===== config.mk =====
export PLATFORM = sky130hd
export DESIGN_NAME = tx_frame_top
export DESIGN_NICKNAME = d
export VERILOG_FILES = /design/src/frame_format_pkg.sv /design/src/mem_bus_pkg.sv /design/src/request_capture.sv /design/src/frame_sequencer.sv /design/src/tx_buffer_writer.sv /design/src/tx_frame_top.sv
export SDC_FILE = /design/constraint.sdc
export NUM_CORES = 1
export LEC_CHECK = 0
export BUFFER_PORTS_ARGS = -buffer_cell sky130_fd_sc_hd__buf_4
export CORE_UTILIZATION = 35
export DETAILED_ROUTE_END_ITERATION = 6
export PLACE_DENSITY = 0.56
export REMOVE_ABC_BUFFERS = 1
export SYNTH_ARGS = -nofsm -noshare
export SYNTH_HDL_FRONTEND = slang
export SYNTH_HIERARCHICAL = 1
export SYNTH_SLANG_ARGS = --single-unit

===== constraint.sdc =====
create_clock -name clk -period 6.6 [get_ports clk]
set_input_delay 0.66 -clock clk [delete_from_list [all_inputs] [get_ports clk]]
set_output_delay 0.66 -clock clk [all_outputs]
set_load 0.03 [all_outputs]

===== src/frame_format_pkg.sv =====
// header values fixed per card type; layout assumes 5 command bytes, no byte shared with type
package frame_format_pkg;

   // ========================================
   // fixed header and type values
   // ========================================

   // destination is always the master station
   localparam logic [7:0] dest_addr_byte = 8'hFE;
   localparam logic [7:0] func_code_byte = 8'h20;
   // card type byte, written at offs_type
   localparam logic [7:0] type_byte = 8'h60;

   // request mode codes
   localparam logic [7:0] mode_download = 8'h02;

   // station address rule, addr = rack * span + span - slot
   localparam int slots_per_rack = 14;

   // ========================================
   // frame layout, byte offsets in buffer
   // ========================================

   // offsets 0..2 carry dest, src, func
   localparam int offs_mode = 3;
   localparam int offs_cmd = 4;
   localparam int cmd_len = 5;
   localparam int offs_type = 9;
   localparam int offs_data = 10;
   localparam int data_len = 128;
   localparam int frame_len = 138;
   // download data starts this far past the request address
   localparam int download_data_skip = 8;

   // ========================================
   // assembler sequence states
   // ========================================

   localparam int st_w = 3;
   localparam logic [st_w-1:0] st_idle = 3'd0;
   localparam logic [st_w-1:0] st_header = 3'd1;
   localparam logic [st_w-1:0] st_wait_request = 3'd2;
   localparam logic [st_w-1:0] st_mode = 3'd3;
   localparam logic [st_w-1:0] st_command = 3'd4;
   localparam logic [st_w-1:0] st_type = 3'd5;
   localparam logic [st_w-1:0] st_data = 3'd6;

endpackage


===== src/mem_bus_pkg.sv =====
// all three source memories share one address width and one fixed latency, latency must be >= 2
package mem_bus_pkg;

   // ========================================
   // bus widths
   // ========================================

   localparam int mem_addr_w = 24;
   localparam int buf_addr_w = 11;
   localparam int byte_w = 8;

   // cycles from rden high to rdata valid
   localparam int read_latency = 2;

   // ========================================
   // request address views
   // ========================================

   // command memory holds one entry per 16-byte block
   typedef struct packed {
      logic [19:0] block;
      // byte within the block, unused by the command memory
      logic [3:0] line;
   } req_addr_blocked_s;

   // flat = byte address for download and data memories
   // blocked = block index for the command memory
   typedef union packed {
      logic [mem_addr_w-1:0] flat;
      req_addr_blocked_s blocked;
   } req_addr_u;

endpackage


===== src/request_capture.sv =====
// ini_done and rx_flag are async levels; rack_id/slot_id must be stable before ini_done rises
`timescale 1ns/1ns

module request_capture (
   input  logic clk,
   input  logic reset,
   input  logic ini_done,
   input  logic rx_flag,
   input  logic [mem_bus_pkg::byte_w-1:0] rx_mode,
   input  logic [mem_bus_pkg::mem_addr_w-1:0] rx_addr,
   input  logic [2:0] rack_id,
   input  logic [3:0] slot_id,
   output logic init_pulse,
   output logic req_pulse,
   output logic [mem_bus_pkg::byte_w-1:0] req_mode,
   output mem_bus_pkg::req_addr_u req_addr,
   output logic [mem_bus_pkg::byte_w-1:0] src_addr
);
   import frame_format_pkg::*;
   import mem_bus_pkg::*;

   // bit 0 follows ini_done, bit 1 follows rx_flag
   logic [1:0] ctl_meta;
   logic [1:0] ctl_sync;
   logic [1:0] ctl_prev;
   logic [1:0] ctl_rise;

   // ========================================
   // synchronizers and edge detect
   // ========================================

   // rise seen one cycle after second sync flop
   assign ctl_rise = ctl_sync & ~ctl_prev;

   always_ff @(posedge clk or posedge reset)
   begin
      if (reset)
      begin
         ctl_meta <= '0;
         ctl_sync <= '0;
         ctl_prev <= '0;
         init_pulse <= 1'b0;
         req_pulse <= 1'b0;
      end
      else
      begin
         ctl_meta <= {rx_flag, ini_done};
         ctl_sync <= ctl_meta;
         ctl_prev <= ctl_sync;
         // pulses land 3 cycles after the input rises
         init_pulse <= ctl_rise[0];
         req_pulse <= ctl_rise[1];
      end
   end

   // ========================================
   // latched request fields
   // ========================================

   // held until the next rx_flag edge
   always_ff @(posedge clk)
   begin
      if (ctl_rise[1])
      begin
         req_mode <= rx_mode;
         req_addr.flat <= rx_addr;
      end
      // station address, wraps modulo 256
      if (ctl_rise[0])
      begin
         src_addr <= byte_w'(rack_id) * byte_w'(slots_per_rack)
                     + byte_w'(slots_per_rack) - byte_w'(slot_id);
      end
   end

endmodule


===== src/frame_sequencer.sv =====
// one request per frame; a req_pulse outside wait_request is dropped, memories never stall
`timescale 1ns/1ns

module frame_sequencer (
   input  logic clk,
   input  logic reset,
   input  logic init_pulse,
   input  logic req_pulse,
   input  logic [mem_bus_pkg::byte_w-1:0] req_mode,
   input  mem_bus_pkg::req_addr_u req_addr,
   input  logic [mem_bus_pkg::byte_w-1:0] src_addr,
   input  logic [mem_bus_pkg::byte_w-1:0] ldub_rdata,
   input  logic [mem_bus_pkg::byte_w-1:0] lcucb_rdata,
   input  logic [mem_bus_pkg::byte_w-1:0] lcudb_rdata,
   output logic ldub_rden,
   output logic [mem_bus_pkg::mem_addr_w-1:0] ldub_raddr,
   output logic lcucb_rden,
   output logic [mem_bus_pkg::mem_addr_w-1:0] lcucb_raddr,
   output logic lcudb_rden,
   output logic [mem_bus_pkg::mem_addr_w-1:0] lcudb_raddr,
   output logic wr_strobe,
   output logic [mem_bus_pkg::buf_addr_w-1:0] wr_offset,
   output logic [mem_bus_pkg::byte_w-1:0] wr_byte,
   output logic frame_done
);
   import frame_format_pkg::*;
   import mem_bus_pkg::*;

   logic [st_w-1:0] state;
   logic [1:0] hdr_cnt;
   // reads issued in the current command or data run
   logic [7:0] cnt;
   logic mode_dl;
   // private copies, a mid-frame request must not leak in
   logic [byte_w-1:0] mode_byte;
   logic [mem_addr_w-1:0] base_addr;
   logic [mem_addr_w-1:0] rd_addr;
   logic [mem_addr_w-1:0] data_start;
   // read tags, last stage lines up with rdata
   logic [read_latency-1:0] tag_valid;
   logic [buf_addr_w-1:0] tag_off [read_latency];
   logic issue_cmd;
   logic issue_data;
   logic issue;
   logic type_go;
   logic [buf_addr_w-1:0] issue_off;
   logic ret_valid;
   logic [buf_addr_w-1:0] ret_off;
   logic [byte_w-1:0] ret_byte;
   logic [byte_w-1:0] hdr_byte;

   // ========================================
   // read issue
   // ========================================

   // type waits for the command reads to drain
   assign type_go = (state == st_type) && (tag_valid == '0);
   assign issue_cmd = (state == st_mode) || (state == st_command);
   assign issue_data = type_go || ((state == st_data) && (cnt < data_len));
   assign issue = issue_cmd || issue_data;
   assign issue_off = issue_cmd ? buf_addr_w'(offs_cmd) + buf_addr_w'(cnt)
                                : buf_addr_w'(offs_data) + buf_addr_w'(cnt);
   assign data_start = mode_dl ? base_addr + mem_addr_w'(download_data_skip) : base_addr;

   // download mode reads everything from ldub
   assign ldub_rden = issue && mode_dl;
   assign lcucb_rden = issue_cmd && !mode_dl;
   assign lcudb_rden = issue_data && !mode_dl;
   assign ldub_raddr = rd_addr;
   assign lcucb_raddr = rd_addr;
   assign lcudb_raddr = rd_addr;

   // ========================================
   // latency pipeline
   // ========================================

   always_ff @(posedge clk or posedge reset)
   begin
      if (reset)
         tag_valid <= '0;
      else
         tag_valid <= {tag_valid[read_latency-2:0], issue};
   end

   always_ff @(posedge clk)
   begin
      tag_off[0] <= issue_off;
      for (int i = 1; i < read_latency; i++)
         tag_off[i] <= tag_off[i-1];
   end

   assign ret_valid = tag_valid[read_latency-1];
   assign ret_off = tag_off[read_latency-1];
   // source follows from mode and offset, no need to tag it
   assign ret_byte = mode_dl ? ldub_rdata
                   : (ret_off >= buf_addr_w'(offs_data)) ? lcudb_rdata : lcucb_rdata;
   assign frame_done = ret_valid && (ret_off == buf_addr_w'(frame_len - 1));

   // ========================================
   // write path
   // ========================================

   always_comb
   begin
      case (hdr_cnt)
         2'd0: hdr_byte = dest_addr_byte;
         2'd1: hdr_byte = src_addr;
         default: hdr_byte = func_code_byte;
      endcase
   end

   // returned bytes win, constants never overlap with them
   always_comb
   begin
      wr_strobe = 1'b0;
      wr_offset = '0;
      wr_byte = '0;
      if (ret_valid)
      begin
         wr_strobe = 1'b1;
         wr_offset = ret_off;
         wr_byte = ret_byte;
      end
      else if (state == st_header)
      begin
         // header offset equals hdr_cnt
         wr_strobe = 1'b1;
         wr_offset = buf_addr_w'(hdr_cnt);
         wr_byte = hdr_byte;
      end
      else if (state == st_mode)
      begin
         wr_strobe = 1'b1;
         wr_offset = buf_addr_w'(offs_mode);
         wr_byte = mode_byte;
      end
      else if (type_go)
      begin
         wr_strobe = 1'b1;
         wr_offset = buf_addr_w'(offs_type);
         wr_byte = type_byte;
      end
   end

   // ========================================
   // state machine
   // ========================================

   always_ff @(posedge clk or posedge reset)
   begin
      if (reset)
      begin
         state <= st_idle;
         hdr_cnt <= '0;
         cnt <= '0;
         mode_dl <= 1'b0;
      end
      else
      begin
         case (state)
            st_idle:
               if (init_pulse)
               begin
                  state <= st_header;
                  hdr_cnt <= '0;
               end
            st_header:
            begin
               hdr_cnt <= hdr_cnt + 2'd1;
               if (hdr_cnt == 2'd2)
                  state <= st_wait_request;
            end
            st_wait_request:
               if (req_pulse)
               begin
                  state <= st_mode;
                  cnt <= '0;
                  mode_dl <= (req_mode == mode_download);
               end
            // first command read goes out with the mode byte
            st_mode:
            begin
               cnt <= 8'd1;
               state <= st_command;
            end
            st_command:
               if (cnt == 8'(cmd_len - 1))
               begin
                  cnt <= '0;
                  state <= st_type;
               end
               else
                  cnt <= cnt + 8'd1;
            st_type:
               if (type_go)
               begin
                  cnt <= 8'd1;
                  state <= st_data;
               end
            st_data:
            begin
               if (cnt < data_len)
                  cnt <= cnt + 8'd1;
               if (frame_done)
                  state <= st_wait_request;
            end
            default:
               state <= st_idle;
         endcase
      end
   end

   // request copies and read address counter
   always_ff @(posedge clk)
   begin
      if ((state == st_wait_request) && req_pulse)
      begin
         mode_byte <= req_mode;
         base_addr <= req_addr.flat;
         rd_addr <= (req_mode == mode_download) ? req_addr.flat
                                                 : mem_addr_w'(req_addr.blocked.block);
      end
      else if (issue)
      begin
         // last command read, jump to the data start
         if ((state == st_command) && (cnt == 8'(cmd_len - 1)))
            rd_addr <= data_start;
         else
            rd_addr <= rd_addr + 1'b1;
      end
   end

endmodule


===== src/tx_buffer_writer.sv =====
// length is the highest offset written since the last start plus one, no frame restarts midway
`timescale 1ns/1ns

module tx_buffer_writer (
   input  logic clk,
   input  logic reset,
   input  logic wr_strobe,
   input  logic [mem_bus_pkg::buf_addr_w-1:0] wr_offset,
   input  logic [mem_bus_pkg::byte_w-1:0] wr_byte,
   input  logic frame_done,
   output logic tx_buf_wren,
   output logic [mem_bus_pkg::buf_addr_w-1:0] tx_buf_waddr,
   output logic [mem_bus_pkg::byte_w-1:0] tx_buf_wdata,
   output logic tx_start,
   output logic [mem_bus_pkg::buf_addr_w-1:0] tx_data_len
);
   import mem_bus_pkg::*;

   // highest buffer offset written since the last start
   logic [buf_addr_w-1:0] hi_off;
   logic [buf_addr_w-1:0] next_hi;
   // frame_done lined up with the registered write
   logic done_d;

   // ========================================
   // frame length tracking
   // ========================================

   // includes the write leaving the register this cycle
   assign next_hi = (tx_buf_wren && (tx_buf_waddr > hi_off)) ? tx_buf_waddr : hi_off;

   always_ff @(posedge clk or posedge reset)
   begin
      if (reset)
      begin
         tx_buf_wren <= 1'b0;
         done_d <= 1'b0;
         tx_start <= 1'b0;
         tx_data_len <= '0;
         hi_off <= '0;
      end
      else
      begin
         tx_buf_wren <= wr_strobe;
         done_d <= frame_done;
         // start lands one cycle after the last buffer write
         tx_start <= done_d;
         if (done_d)
         begin
            tx_data_len <= next_hi + 1'b1;
            hi_off <= '0;
         end
         else
            hi_off <= next_hi;
      end
   end

   // ========================================
   // write port register
   // ========================================

   // address and data only matter with tx_buf_wren
   always_ff @(posedge clk)
   begin
      tx_buf_waddr <= wr_offset;
      tx_buf_wdata <= wr_byte;
   end

endmodule


===== src/tx_frame_top.sv =====
// card-level frame assembler; memories are external with fixed latency, no serial transmitter here
`timescale 1ns/1ns

module tx_frame_top (
   input  logic clk,
   input  logic reset,
   input  logic ini_done,
   input  logic rx_flag,
   input  logic [mem_bus_pkg::byte_w-1:0] rx_mode,
   input  logic [mem_bus_pkg::mem_addr_w-1:0] rx_addr,
   input  logic [2:0] rack_id,
   input  logic [3:0] slot_id,
   input  logic [mem_bus_pkg::byte_w-1:0] ldub_rdata,
   input  logic [mem_bus_pkg::byte_w-1:0] lcucb_rdata,
   input  logic [mem_bus_pkg::byte_w-1:0] lcudb_rdata,
   output logic ldub_rden,
   output logic [mem_bus_pkg::mem_addr_w-1:0] ldub_raddr,
   output logic lcucb_rden,
   output logic [mem_bus_pkg::mem_addr_w-1:0] lcucb_raddr,
   output logic lcudb_rden,
   output logic [mem_bus_pkg::mem_addr_w-1:0] lcudb_raddr,
   output logic tx_buf_wren,
   output logic [mem_bus_pkg::buf_addr_w-1:0] tx_buf_waddr,
   output logic [mem_bus_pkg::byte_w-1:0] tx_buf_wdata,
   output logic tx_start,
   output logic [mem_bus_pkg::buf_addr_w-1:0] tx_data_len
);
   import mem_bus_pkg::*;

   // capture to sequencer
   logic init_pulse;
   logic req_pulse;
   logic [byte_w-1:0] req_mode;
   req_addr_u req_addr;
   logic [byte_w-1:0] src_addr;
   // sequencer to buffer writer
   logic wr_strobe;
   logic [buf_addr_w-1:0] wr_offset;
   logic [byte_w-1:0] wr_byte;
   logic frame_done;

   // ========================================
   // input side
   // ========================================

   request_capture u_request_capture (
      .clk(clk),
      .reset(reset),
      .ini_done(ini_done),
      .rx_flag(rx_flag),
      .rx_mode(rx_mode),
      .rx_addr(rx_addr),
      .rack_id(rack_id),
      .slot_id(slot_id),
      .init_pulse(init_pulse),
      .req_pulse(req_pulse),
      .req_mode(req_mode),
      .req_addr(req_addr),
      .src_addr(src_addr)
   );

   // ========================================
   // sequencer and memory reads
   // ========================================

   frame_sequencer u_frame_sequencer (
      .clk(clk),
      .reset(reset),
      .init_pulse(init_pulse),
      .req_pulse(req_pulse),
      .req_mode(req_mode),
      .req_addr(req_addr),
      .src_addr(src_addr),
      .ldub_rdata(ldub_rdata),
      .lcucb_rdata(lcucb_rdata),
      .lcudb_rdata(lcudb_rdata),
      .ldub_rden(ldub_rden),
      .ldub_raddr(ldub_raddr),
      .lcucb_rden(lcucb_rden),
      .lcucb_raddr(lcucb_raddr),
      .lcudb_rden(lcudb_rden),
      .lcudb_raddr(lcudb_raddr),
      .wr_strobe(wr_strobe),
      .wr_offset(wr_offset),
      .wr_byte(wr_byte),
      .frame_done(frame_done)
   );

   // ========================================
   // output side
   // ========================================

   tx_buffer_writer u_tx_buffer_writer (
      .clk(clk),
      .reset(reset),
      .wr_strobe(wr_strobe),
      .wr_offset(wr_offset),
      .wr_byte(wr_byte),
      .frame_done(frame_done),
      .tx_buf_wren(tx_buf_wren),
      .tx_buf_waddr(tx_buf_waddr),
      .tx_buf_wdata(tx_buf_wdata),
      .tx_start(tx_start),
      .tx_data_len(tx_data_len)
   );

endmodule


==> summary.md, run 1 <==
| Metric | Value |
|---|---|
| CP Capture Type | `flip-flop` |
| DPL Wire Length | `between 15,000 and 20,000 um` |
| CORE AREA | `roughly 27,000 um2` |
| Peak VDD IR | `about 0.00022 V` |
| Fmax | `around 0.28 GHz` |
| Post-route ant nets | `0` |
| Vias | `between 6,000 and 7,000` |
| Status | `complete, no violations` |
| Starting Density | `a little over a third` |
| DIE AREA | `roughly 28,000 um2` |
| Initial antenna violation count | `0` |
| # resized after CTS | `0` |
| Yosys reg bits | `about 180` |
| RD Place Congestion | `between 0.8 and 0.9` |
| Drt pass-1 iters | `7` |
| Clock slew at reported path FFs | `approximately 70 ps` |
| Worst-path fanout max | `20` |
| H-tree levels | `4` |
| Synth Warn # | `6` |
| Vias in the first global route | `6,667` |
| Placement Setup Slack | `roughly 3000 ps` |
| Die H | `~170 um` |
| Initial drt markers | `approximately 470` |
| Commonest non-fill, non-tap cells in the layout | `buf_4, edfxtp_1, nand2_1, a21oi_1, dfrtp_1` |
| Final WL | `22,500 um` |
| Share of layout cells above drive strength 1 | `24.1%` |
| Post-route setup TNS | `0 ps` |
| Mapped cell area | `9560 um2` |
| Maxcap violations | `0` |
| DRC | `0` |
| Most common cell after layout, fill and taps aside | `buf_4` |
| Most used DFF post-synth | `edfxtp_1` |
| Relative slew margins | `between 30% and 40%` |
| Post-layout util | `between 40% and 50%` |
| First-pass GRT wire length | `around 36,000 um` |
| Tot GR Track Use | `between 10% and 20%` |
| Lkg Pwr | `around 4.6 nW` |
| Worst Skew | `between 10 and 15 ps` |
| # rows | `60` |
| Overflow after GRT | `0` |
| Pin count of the biggest net entering global routing | `33` |
| Clock tree buffer depth | `2` |
| Final setup violation count | `0` |
| Setup bufs post-CTS | `0` |
| Reg2Reg Depth | `13` |
| Area growth, synth to finish | `18.4%` |
| Post-route cell area | `roughly 11,000 um2` |
| Pwr/cell area | `about 440 nW/um2` |
| Final period utilization | `around 55%` |
| Critical path class | `flip-flop to flip-flop` |
| CTS Hold Buffers Added | `0` |
| TritonCTS buffer count | `17` |
| Cell count after synthesis | `~900` |
| RSZ-0062 raised after global routing | `false` |
| Antenna cell count | `0` |
| Least-Margin Pin Slew | `between 1000 and 1500 ps` |
| Root buffer cell | `clkbuf_16` |
| Number of I/O pins | `roughly 170` |
| Final worst slack | `between 2000 and 3000 ps` |
| CP Launch Type | `flip-flop` |
| TritonCTS clock tree | `built` |
| Per-cell routed wire length | `between 15 and 20 um` |
| Die X | `167 um` |
| CP required | `between 6000 and 7000 ps` |
| Final min period | `approximately 3600 ps` |
| Drt via density | `5.03` |
| Port Buffers | `173` |
| Data arrival, critical path | `3930 ps` |
| Worst skew pair latency | `about 430 ps` |
| Async SR Flop Fraction | `26.9%` |
| Synth unique cells | `80` |
| Syn Area/Cell | `roughly 11 um2` |
| Slew Viols, Final | `0` |
| EDFF count, synth | `96` |
| Hold Crit Class | `primary input to asynchronous set/reset pin` |
| Net count, final | `1,111` |
| Seq/Total Area, Yosys | `about 50%` |
| Hold Vio Cnt, Final | `0` |
| # clock sinks | `~180` |
| DP Area | `approximately 11,000 um2` |
critical path: stages (launching register included):
cell and delay (ps):
dfrtp_1 420, inv_1 80, ha_1 360, nand4_1 200, a21oi_2 230, a2111o_1 560
nand3_2 190, nand2_1 100, ha_1 280, nand4_1 250, nor4_1 360, xnor2_1 160
a21oi_1 50, o31ai_1 250
cells by family after synthesis:
logic type	after synthesis	share of synthesized area [%]
AOI/OAI and AO/OA	179	11.9
xor gates and xnor gates	71	6.58
adders and majority gates	39	5.42
buffers and inverters	133	8.06
DFF	182	50.7
muxes	34	3.76
other	1	0.0392
and+or+nand+nor	251	13.5
final cells by class:
type / count / area (um2)
flip-flops and latches: 182 / 4850
clock inverters: 14 / 133
clock buffers: 18 / 429
repair buffers: 180 / 1350
fillers: 2605 / 15600
inverters: 48 / 180
well taps: 341 / 427
multi-input cells: 576 / 3950
metrics by stage:
| step | instances | power [mW] | hold WS [ps] |
|---|---|---|---|
| final | 1359 | 4.95 | 234 |
| after global routing | 1359 | 5.22 | 251 |
| after CTS | 1359 | 4.98 | 226 |
| after detailed placement | 1327 | 3.99 | 312 |
| after global placement | 1327 | 3.98 | 310 |
| after floorplan | 806 | 3.13 | 310 |
path summary, 6_finish.rpt:
kind	from	endpoint	slack (ps)
max	u_tx_buffer_writer/hi_off[6]$_DFF_PP0_	u_tx_buffer_writer/tx_data_len[10]$_DFFE_PP0P_	3000
min	reset	u_request_capture/ctl_sync[0]$_DFF_PP0_	230
max reg2reg	u_tx_buffer_writer/hi_off[6]$_DFF_PP0_	u_tx_buffer_writer/tx_data_len[10]$_DFFE_PP0P_	3000
min reg2reg	u_frame_sequencer/tag_off[0][0]$_DFF_P_	u_frame_sequencer/tag_off[0][9]$_DFF_P_	330
max in group asynchronous	reset	u_tx_buffer_writer/tx_data_len[5]$_DFFE_PP0P_	5460
min in group clk	u_frame_sequencer/tag_off[0][0]$_DFF_P_	u_frame_sequencer/tag_off[0][9]$_DFF_P_	330
registers in the layout (all words and copies together) (netlist names), 11 cells and up:
register / count
u_frame_sequencer/base_addr: 24
u_frame_sequencer/lcucb_raddr: 24
u_frame_sequencer/tag_off: 18
u_request_capture/req_addr: 24
u_tx_buffer_writer/hi_off: 11
u_tx_buffer_writer/tx_buf_waddr: 11
u_tx_buffer_writer/tx_data_len: 11
layer usage:
metal  vias to the layer above  share of wire (%)  routed length (um)  global-route usage [%]
li1                       3384                  -                   -                       -
met1                      3276                 48               10800                    22.6
met2                       162                 47               10600                    26.2
met5                         -                  0                   0                       0
met3                        19                3.6                 804                    2.51
met4                         0                1.4                 314                    4.79
where the power goes:
group / internal (mW) / switching (mW) / total [mW]
Clock: 0.501 / 0.481 / 0.982
Combinational: 0.786 / 1.36 / 2.15
Sequential: 1.48 / 0.333 / 1.82
Total: 2.77 / 2.18 / 4.95
cell usage after synthesis, types with 6 or more instances:
cell type  instances  area share (%)
edfxtp_1          96              30
nand2_1           75             2.9
a21oi_1           54             2.8
buf_4             52             4.1
dfrtp_1           49              13
inv_1             47             1.8
nor2_1            40             1.6
xnor2_1           39             3.6
nand3_1           38             2.0
dfxtp_1           37             7.7
o21ai_0           36             1.9
ha_1              35             4.6
xor2_1            31             2.8
mux2i_1           19             2.0
nand4_1           18             1.2
nor3_1            18            0.94
mux2_2            15             1.8
clkbuf_1          13            0.51
nor4_1            13            0.85
o22ai_1           13            0.85
o21ai_1           11            0.58
buf_2              9            0.47
a21o_1             8            0.63
o31ai_1            8            0.63
o211ai_1           7            0.55
and2_1             6            0.39
nor2b_1            6            0.39
(Power assumes the default switching activity.)
==> run 2, diff against run 1 <==
--- a/config.mk
+++ b/config.mk
@@ -8,7 +8,7 @@
 export BUFFER_PORTS_ARGS = -buffer_cell sky130_fd_sc_hd__buf_4
 export CORE_UTILIZATION = 35
 export DETAILED_ROUTE_END_ITERATION = 6
-export PLACE_DENSITY = 0.56
+export PLACE_DENSITY = 0.58
 export REMOVE_ABC_BUFFERS = 1
 export SYNTH_ARGS = -nofsm -noshare
 export SYNTH_HDL_FRONTEND = slang
==> constraint.sdc (replaced) <==
create_clock -name clk -period 3.25 [get_ports clk]
set_input_delay 0.325 -clock clk [delete_from_list [all_inputs] [get_ports clk]]
set_output_delay 0.325 -clock clk [all_outputs]
set_load 0.03 [all_outputs]
==> summary.md, run 2 (synthesis results as in run 1) <==
| Metric | Value |
|---|---|
| Data arrival, critical path | `roughly 3400 ps` |
| CORE AREA | `~27,000 um2` |
| Clock tree buffer depth | `2` |
| Final min period | `just over 3000 ps` |
| Maxcap violations | `0` |
| TritonCTS clock tree | `built` |
| Worst setup startpoint | `u_tx_buffer_writer/hi_off[4]$_DFF_PP0_` |
| RD Place Congestion | `~0.85` |
| Per-cell routed wire length | `16.3 um` |
| DPL Wire Length | `around 17,000 um` |
| DIE AREA | `between 20,000 and 30,000 um2` |
| Antenna cell count | `0` |
| Worst Skew | `15.1 ps` |
| Die X | `~170 um` |
| Post-route cell area | `between 10,000 and 15,000 um2` |
| # rows | `60` |
| Pin count of the biggest net entering global routing | `33` |
| CP required | `around 3600 ps` |
| Pwr/cell area | `about 880 nW/um2` |
| Post-route ant nets | `0` |
| Final period utilization | `between 90% and 100%` |
| DP Area | `roughly 11,000 um2` |
| Number of I/O pins | `approximately 170` |
| Placement Setup Slack | `128 ps` |
| Peak VDD IR | `roughly 0.00041 V` |
| Port Buffers | `roughly 170` |
| Hold Vio Cnt, Final | `0` |
| Commonest non-fill, non-tap cells in the layout | `buf_4, edfxtp_1, nand2_1, a21oi_1, dfrtp_1` |
| DRC | `0` |
| Fillers | `2,626` |
| Lkg Pwr | `roughly 4.7 nW` |
| CP Launch Type | `flip-flop` |
| Slew Viols, Final | `0` |
| Final worst slack | `between 200 and 250 ps` |
| # clock sinks | `182` |
| Final setup violation count | `0` |
| Status | `complete, no violations` |
| Critical path class | `flip-flop to flip-flop` |
| Final WL | `around 22,000 um` |
| Vias | `approximately 7,000` |
| Least-Margin Pin Slew | `roughly 1100 ps` |
| Clock slew at reported path FFs | `about 80 ps` |
| Vias in the first global route | `roughly 6,800` |
| Worst skew pair latency | `between 400 and 500 ps` |
| Drt via density | `5.07` |
| H-tree levels | `4` |
| Initial drt markers | `approximately 500` |
| First-pass GRT wire length | `between 30,000 and 40,000 um` |
| Die H | `about 170 um` |
| Tot GR Track Use | `roughly 16%` |
| TritonCTS buffer count | `17` |
| Root buffer cell | `clkbuf_16` |
| Register area | `approximately 4900 um2` |
| Worst-path fanout max | `7` |
| Overflow after GRT | `0` |
| Share of layout cells above drive strength 1 | `25.4%` |
| Most common cell after layout, fill and taps aside | `buf_4` |
| Area of the multi-input gates | `3960 um2` |
| Hold_sp | `rx_addr[22]` |
| Relative slew margins | `28.3%` |
| Hold Crit Class | `primary input to flip-flop` |
| Net count, final | `roughly 1,100` |
| Initial antenna violation count | `0` |
| CP Capture Type | `flip-flop` |
| Starting Density | `between 30% and 40%` |
| Fmax | `between 0.3 and 0.4 GHz` |
| RR Startpoint | `u_tx_buffer_writer/hi_off[4]$_DFF_PP0_` |
| RSZ-0062 raised after global routing | `false` |
| Total power | `just over 10 mW` |
| Drt pass-1 iters | `5` |
| Area growth, synth to finish | `20.2%` |
## run 2: cell count changes in the layout (fill, tap and decap cells not counted), sizes merged
cell | previous run | this run
buf | 180 | 194
clkinv | 6 | 7
clkinvlp | 1 | 2
inv | 55 | 53
dlygate4sd3 | 0 | 3
## run 2: path summary, 6_finish.rpt
check	endpoint	cells after the start	slack [ps]
min in group asynchronous	u_request_capture/ctl_meta[0]$_DFF_PP0_	3	450
max	u_tx_buffer_writer/tx_data_len[10]$_DFFE_PP0P_	13	200
max reg2reg	u_tx_buffer_writer/tx_data_len[10]$_DFFE_PP0P_	13	200
min	u_request_capture/req_addr[22]$_DFFE_PP_	1	60
max in group asynchronous	u_tx_buffer_writer/hi_off[2]$_DFF_PP0_	3	1760
min reg2reg	u_frame_sequencer/tag_off[0][17]$_DFF_P_	0	320
## run 2: final cells by class
class                           count  share of cell area, %
Timing Repair Buffer              197                   12.9
Sequential cell                   182                   42.2
Multi-Input combinational cell    576                   34.5
Clock buffer                       18                   3.73
Inverter                           48                   1.57
Clock inverter                     14                   1.35
Tap cell                          341                   3.71
## run 2: through the flow
stage	instances	hold slack, ps	util [%]	setup TNS, ps
5_1_grt	1376	34.9	42.8	0
6_report	1376	57.0	42.8	0
4_1_cts	1376	33.1	42.7	0
2_1_floorplan	806	141	-	-2010
3_3_place_gp	1341	310	40.4	0
3_5_place_dp	1341	312	40.4	0
## run 2: timing repair
action | in CTS | in global routing
hold endpoints to repair | 10 | 0
resized for setup | 0 | 3
hold buffers | 3 | 0
endpoints found under the setup margin | 0 | 3
buffers inserted | 0 | 0
## run 2: where the power goes
group	total (mW)	switching [mW]	internal, mW
sequential	3.61	0.603	3.01
clock	2.03	1.00	1.03
combinational	4.52	2.86	1.66
total	10.2	4.47	5.70
## run 2: worst max-delay path: stages, from the launching register on
cell,delay (ps)
dfrtp_1,380
inv_1,70
ha_1,300
a21o_1,160
a21o_1,200
a2111oi_4,450
o21ai_1,160
nand2_1,90
ha_2,240
nand4_1,170
nor4_2,290
xnor2_1,150
a21oi_1,60
o31ai_1,240
## run 2: metal layers
metal / wire length [um] / share of wire, % / GRT usage [%]
met5: 0 / 0 / 0
met4: 224 / 1.0 / 5.19
met3: 891 / 4.0 / 2.62
met2: 10700 / 48 / 26.5
met1: 10700 / 47 / 22.1
==> run 3, diff against run 2 <==
--- a/config.mk
+++ b/config.mk
@@ -9,7 +9,6 @@
 export CORE_UTILIZATION = 35
 export DETAILED_ROUTE_END_ITERATION = 6
 export PLACE_DENSITY = 0.58
-export REMOVE_ABC_BUFFERS = 1
 export SYNTH_ARGS = -nofsm -noshare
 export SYNTH_HDL_FRONTEND = slang
 export SYNTH_HIERARCHICAL = 1
==> summary.md, run 3 (synthesis results as in run 1) <==
| Metric | Value |
|---|---|
| Status | `complete, no violations` |
| CORE AREA | `about 27,000 um2` |
| Peak VDD IR | `between 0.0003 and 0.0004 V` |
| Reg2Reg Depth | `14` |
| Hold_sp | `rx_addr[1]` |
| Clock slew at reported path FFs | `~70 ps` |
| Area of the multi-input gates | `3970 um2` |
| Crit path cell chain | `inv_1 > ha_1 > a21oi_1 > a21oi_2 > a2111oi_4 > o21ai_1 > nand2_1 > ha_2 > nand4_1 > buf_4 > nor2_1 > xnor2_1 > o21ai_1 > a31o_1` |
| Root buffer cell | `clkbuf_16` |
| Combinational share of power | `44.9%` |
| Final setup violation count | `0` |
| Hold Crit Endpoint | `u_request_capture/req_addr[1]$_DFFE_PP_` |
| Number of I/O pins | `around 170` |
| Tot GR Track Use | `between 15 and 20%` |
| Vias | `a little under 7,000` |
| Die X | `~170 um` |
| Post-route ant nets | `0` |
| Antenna cell count | `0` |
| CP Launch Type | `flip-flop` |
| DPL Wire Length | `about 18,000 um` |
| Post-route setup TNS | `0 ps` |
| Internal power | `between 5 and 6 mW` |
| Fmax | `0.331 GHz` |
| Port Buffers | `around 170` |
| Worst Hold Depth | `1` |
| TritonCTS buffer count | `17` |
| Maxcap violations | `0` |
| Sw frac | `42.8%` |
| Critical path's slowest cell | `dfrtp_2` |
| Relative slew margins | `a little under a third` |
| Fillers | `2,568` |
| FF-to-FF End | `u_tx_buffer_writer/tx_data_len[6]$_DFFE_PP0P_` |
| # clock sinks | `between 150 and 200` |
| Worst Skew | `around 10 ps` |
| Initial drt markers | `around 470` |
| Cell with the most instances on the worst path | `o21ai_1` |
| Slew Viols, Final | `0` |
| Per-cell routed wire length | `17.0 um` |
| Initial antenna violation count | `0` |
| DIE AREA | `28,000 um2` |
| CP Capture Type | `flip-flop` |
| Pin count of the biggest net entering global routing | `34` |
| Worst skew pair latency | `between 400 and 500 ps` |
| Starting Density | `35.6%` |
| RD Place Congestion | `between 0.8 and 0.9` |
| Area growth, synth to finish | `20.6%` |
| Data arrival, critical path | `between 3000 and 4000 ps` |
| CP required | `3570 ps` |
| Drt pass-1 iters | `5` |
| Overflow after GRT | `0` |
| Post-layout util | `between 40% and 50%` |
| Seq pwr share | `35.1%` |
| Die H | `roughly 170 um` |
| Final WL | `between 20,000 and 25,000 um` |
| Most common cell after layout, fill and taps aside | `buf_4` |
| Clock tree buffer depth | `2` |
| Pwr/cell area | `around 890 nW/um2` |
| RR Startpoint | `u_tx_buffer_writer/hi_off[2]$_DFF_PP0_` |
| Drt via density | `just over 5` |
| Critical path class | `flip-flop to flip-flop` |
| Net Switching | `approximately 4.4 mW` |
| # rows | `60` |
| CP max stage delay | `~430 ps` |
| Hold Vio Cnt, Final | `0` |
| Final min period | `slightly above 3000 ps` |
| H-tree levels | `4` |
| Vias in the first global route | `6,774` |
| Final period utilization | `92.8%` |
| TritonCTS clock tree | `built` |
| Lkg Pwr | `~4.8 nW` |
| Register area | `around 4900 um2` |
| Net count, final | `between 1,000 and 1,500` |
| Share of layout cells above drive strength 1 | `about a quarter` |
| Hold Crit Class | `primary input to flip-flop` |
| Commonest non-fill, non-tap cells in the layout | `buf_4, edfxtp_1, nand2_1, a21oi_1, dfrtp_1` |
| First-pass GRT wire length | `roughly 37,000 um` |
| DRC | `0` |
| Least-Margin Pin Slew | `1050 ps` |
| Reg2Reg Setup Slack | `about 230 ps` |
| Clock share of power | `20.0%` |
| RSZ-0062 raised after global routing | `false` |
| Worst-path fanout max | `7` |
-- run 3: changes by cell type in the layout (fill, tap and decap cells not counted), sizes merged --
cell,change
inv,-3
clkinv,+1
buf,+5
bufinv,+2
-- run 3: final cells by class --
| class | instances | share of cell area, % |
|---|---|---|
| clock inverters | 14 | 1.31 |
| well taps | 341 | 3.70 |
| inverters | 48 | 1.56 |
| flip-flops and latches | 182 | 42.1 |
| clock buffers | 18 | 3.72 |
| multi-input cells | 576 | 34.4 |
| repair buffers | 202 | 13.2 |
-- run 3: layer usage --
layer	vias to the layer above	wire [um]	GRT usage, %
met2	204	11100	27.5
met4	0	384	5.31
met3	23	1060	3.00
met1	3314	10900	22.8
li1	3420	-	-
met5	-	0	0
-- run 3: critical path, delay by kind of cell (launching register included) --
family / cells / cell delay [ps]
flip-flops: 1 / 430
XOR/XNOR: 1 / 130
AND/OR/NAND/NOR: 3 / 380
adder cells (fa/ha/maj): 2 / 540
AO/OA/AOI/OAI: 6 / 1150
buffers and inverters: 2 / 280
-- run 3: metrics by stage --
| stage | setup slack [ps] | power [mW] | cells | cell area (um2) | hold WS (ps) |
|---|---|---|---|---|---|
| 6_report | 233 | 10.2 | 1381 | 11500 | 73.9 |
| 3_5_place_dp | 149 | 8.22 | 1346 | 10900 | 312 |
| 5_1_grt | 2.36 | 10.8 | 1381 | 11500 | 46.1 |
| 3_3_place_gp | 239 | 8.19 | 1346 | 10900 | 312 |
| 2_1_floorplan | 146 | 6.94 | 891 | 9560 | 141 |
| 4_1_cts | 143 | 10.3 | 1381 | 11500 | 53.4 |
-- run 3: worst max-delay path by stage --
stage / from / endpoint / slack, ps / cells past startpoint
floorplan: u_tx_buffer_writer/tx_buf_waddr[4]$_DFF_P_ / u_tx_buffer_writer/tx_data_len[10]$_DFFE_PP0P_ / 150 / 13
global placement: u_tx_buffer_writer/hi_off[2]$_DFF_PP0_ / u_tx_buffer_writer/tx_data_len[10]$_DFFE_PP0P_ / 240 / 13
detailed placement: u_tx_buffer_writer/hi_off[2]$_DFF_PP0_ / u_tx_buffer_writer/tx_data_len[10]$_DFFE_PP0P_ / 150 / 13
CTS: u_tx_buffer_writer/hi_off[2]$_DFF_PP0_ / u_tx_buffer_writer/tx_data_len[10]$_DFFE_PP0P_ / 140 / 13
global route: u_tx_buffer_writer/hi_off[6]$_DFF_PP0_ / u_tx_buffer_writer/tx_data_len[10]$_DFFE_PP0P_ / 2 / 13
finish: u_tx_buffer_writer/hi_off[2]$_DFF_PP0_ / u_tx_buffer_writer/tx_data_len[6]$_DFFE_PP0P_ / 230 / 14
-- run 3: what timing repair did --
item | in CTS | in global routing
hold endpoints to repair | 10 | 0
hold buffers | 3 | 0
endpoints found under the setup margin | 0 | 3
buffers inserted | 0 | 0
resized for setup | 0 | 3
-- run 3: power groups by stage --
stage	logic [mW]	registers [mW]	clock network, mW
after floorplan	3.07	3.88	0
after global placement	4.56	3.63	0
after detailed placement	4.58	3.64	0
after CTS	4.60	3.60	2.09
after global routing	4.94	3.68	2.17
final	4.59	3.59	2.04
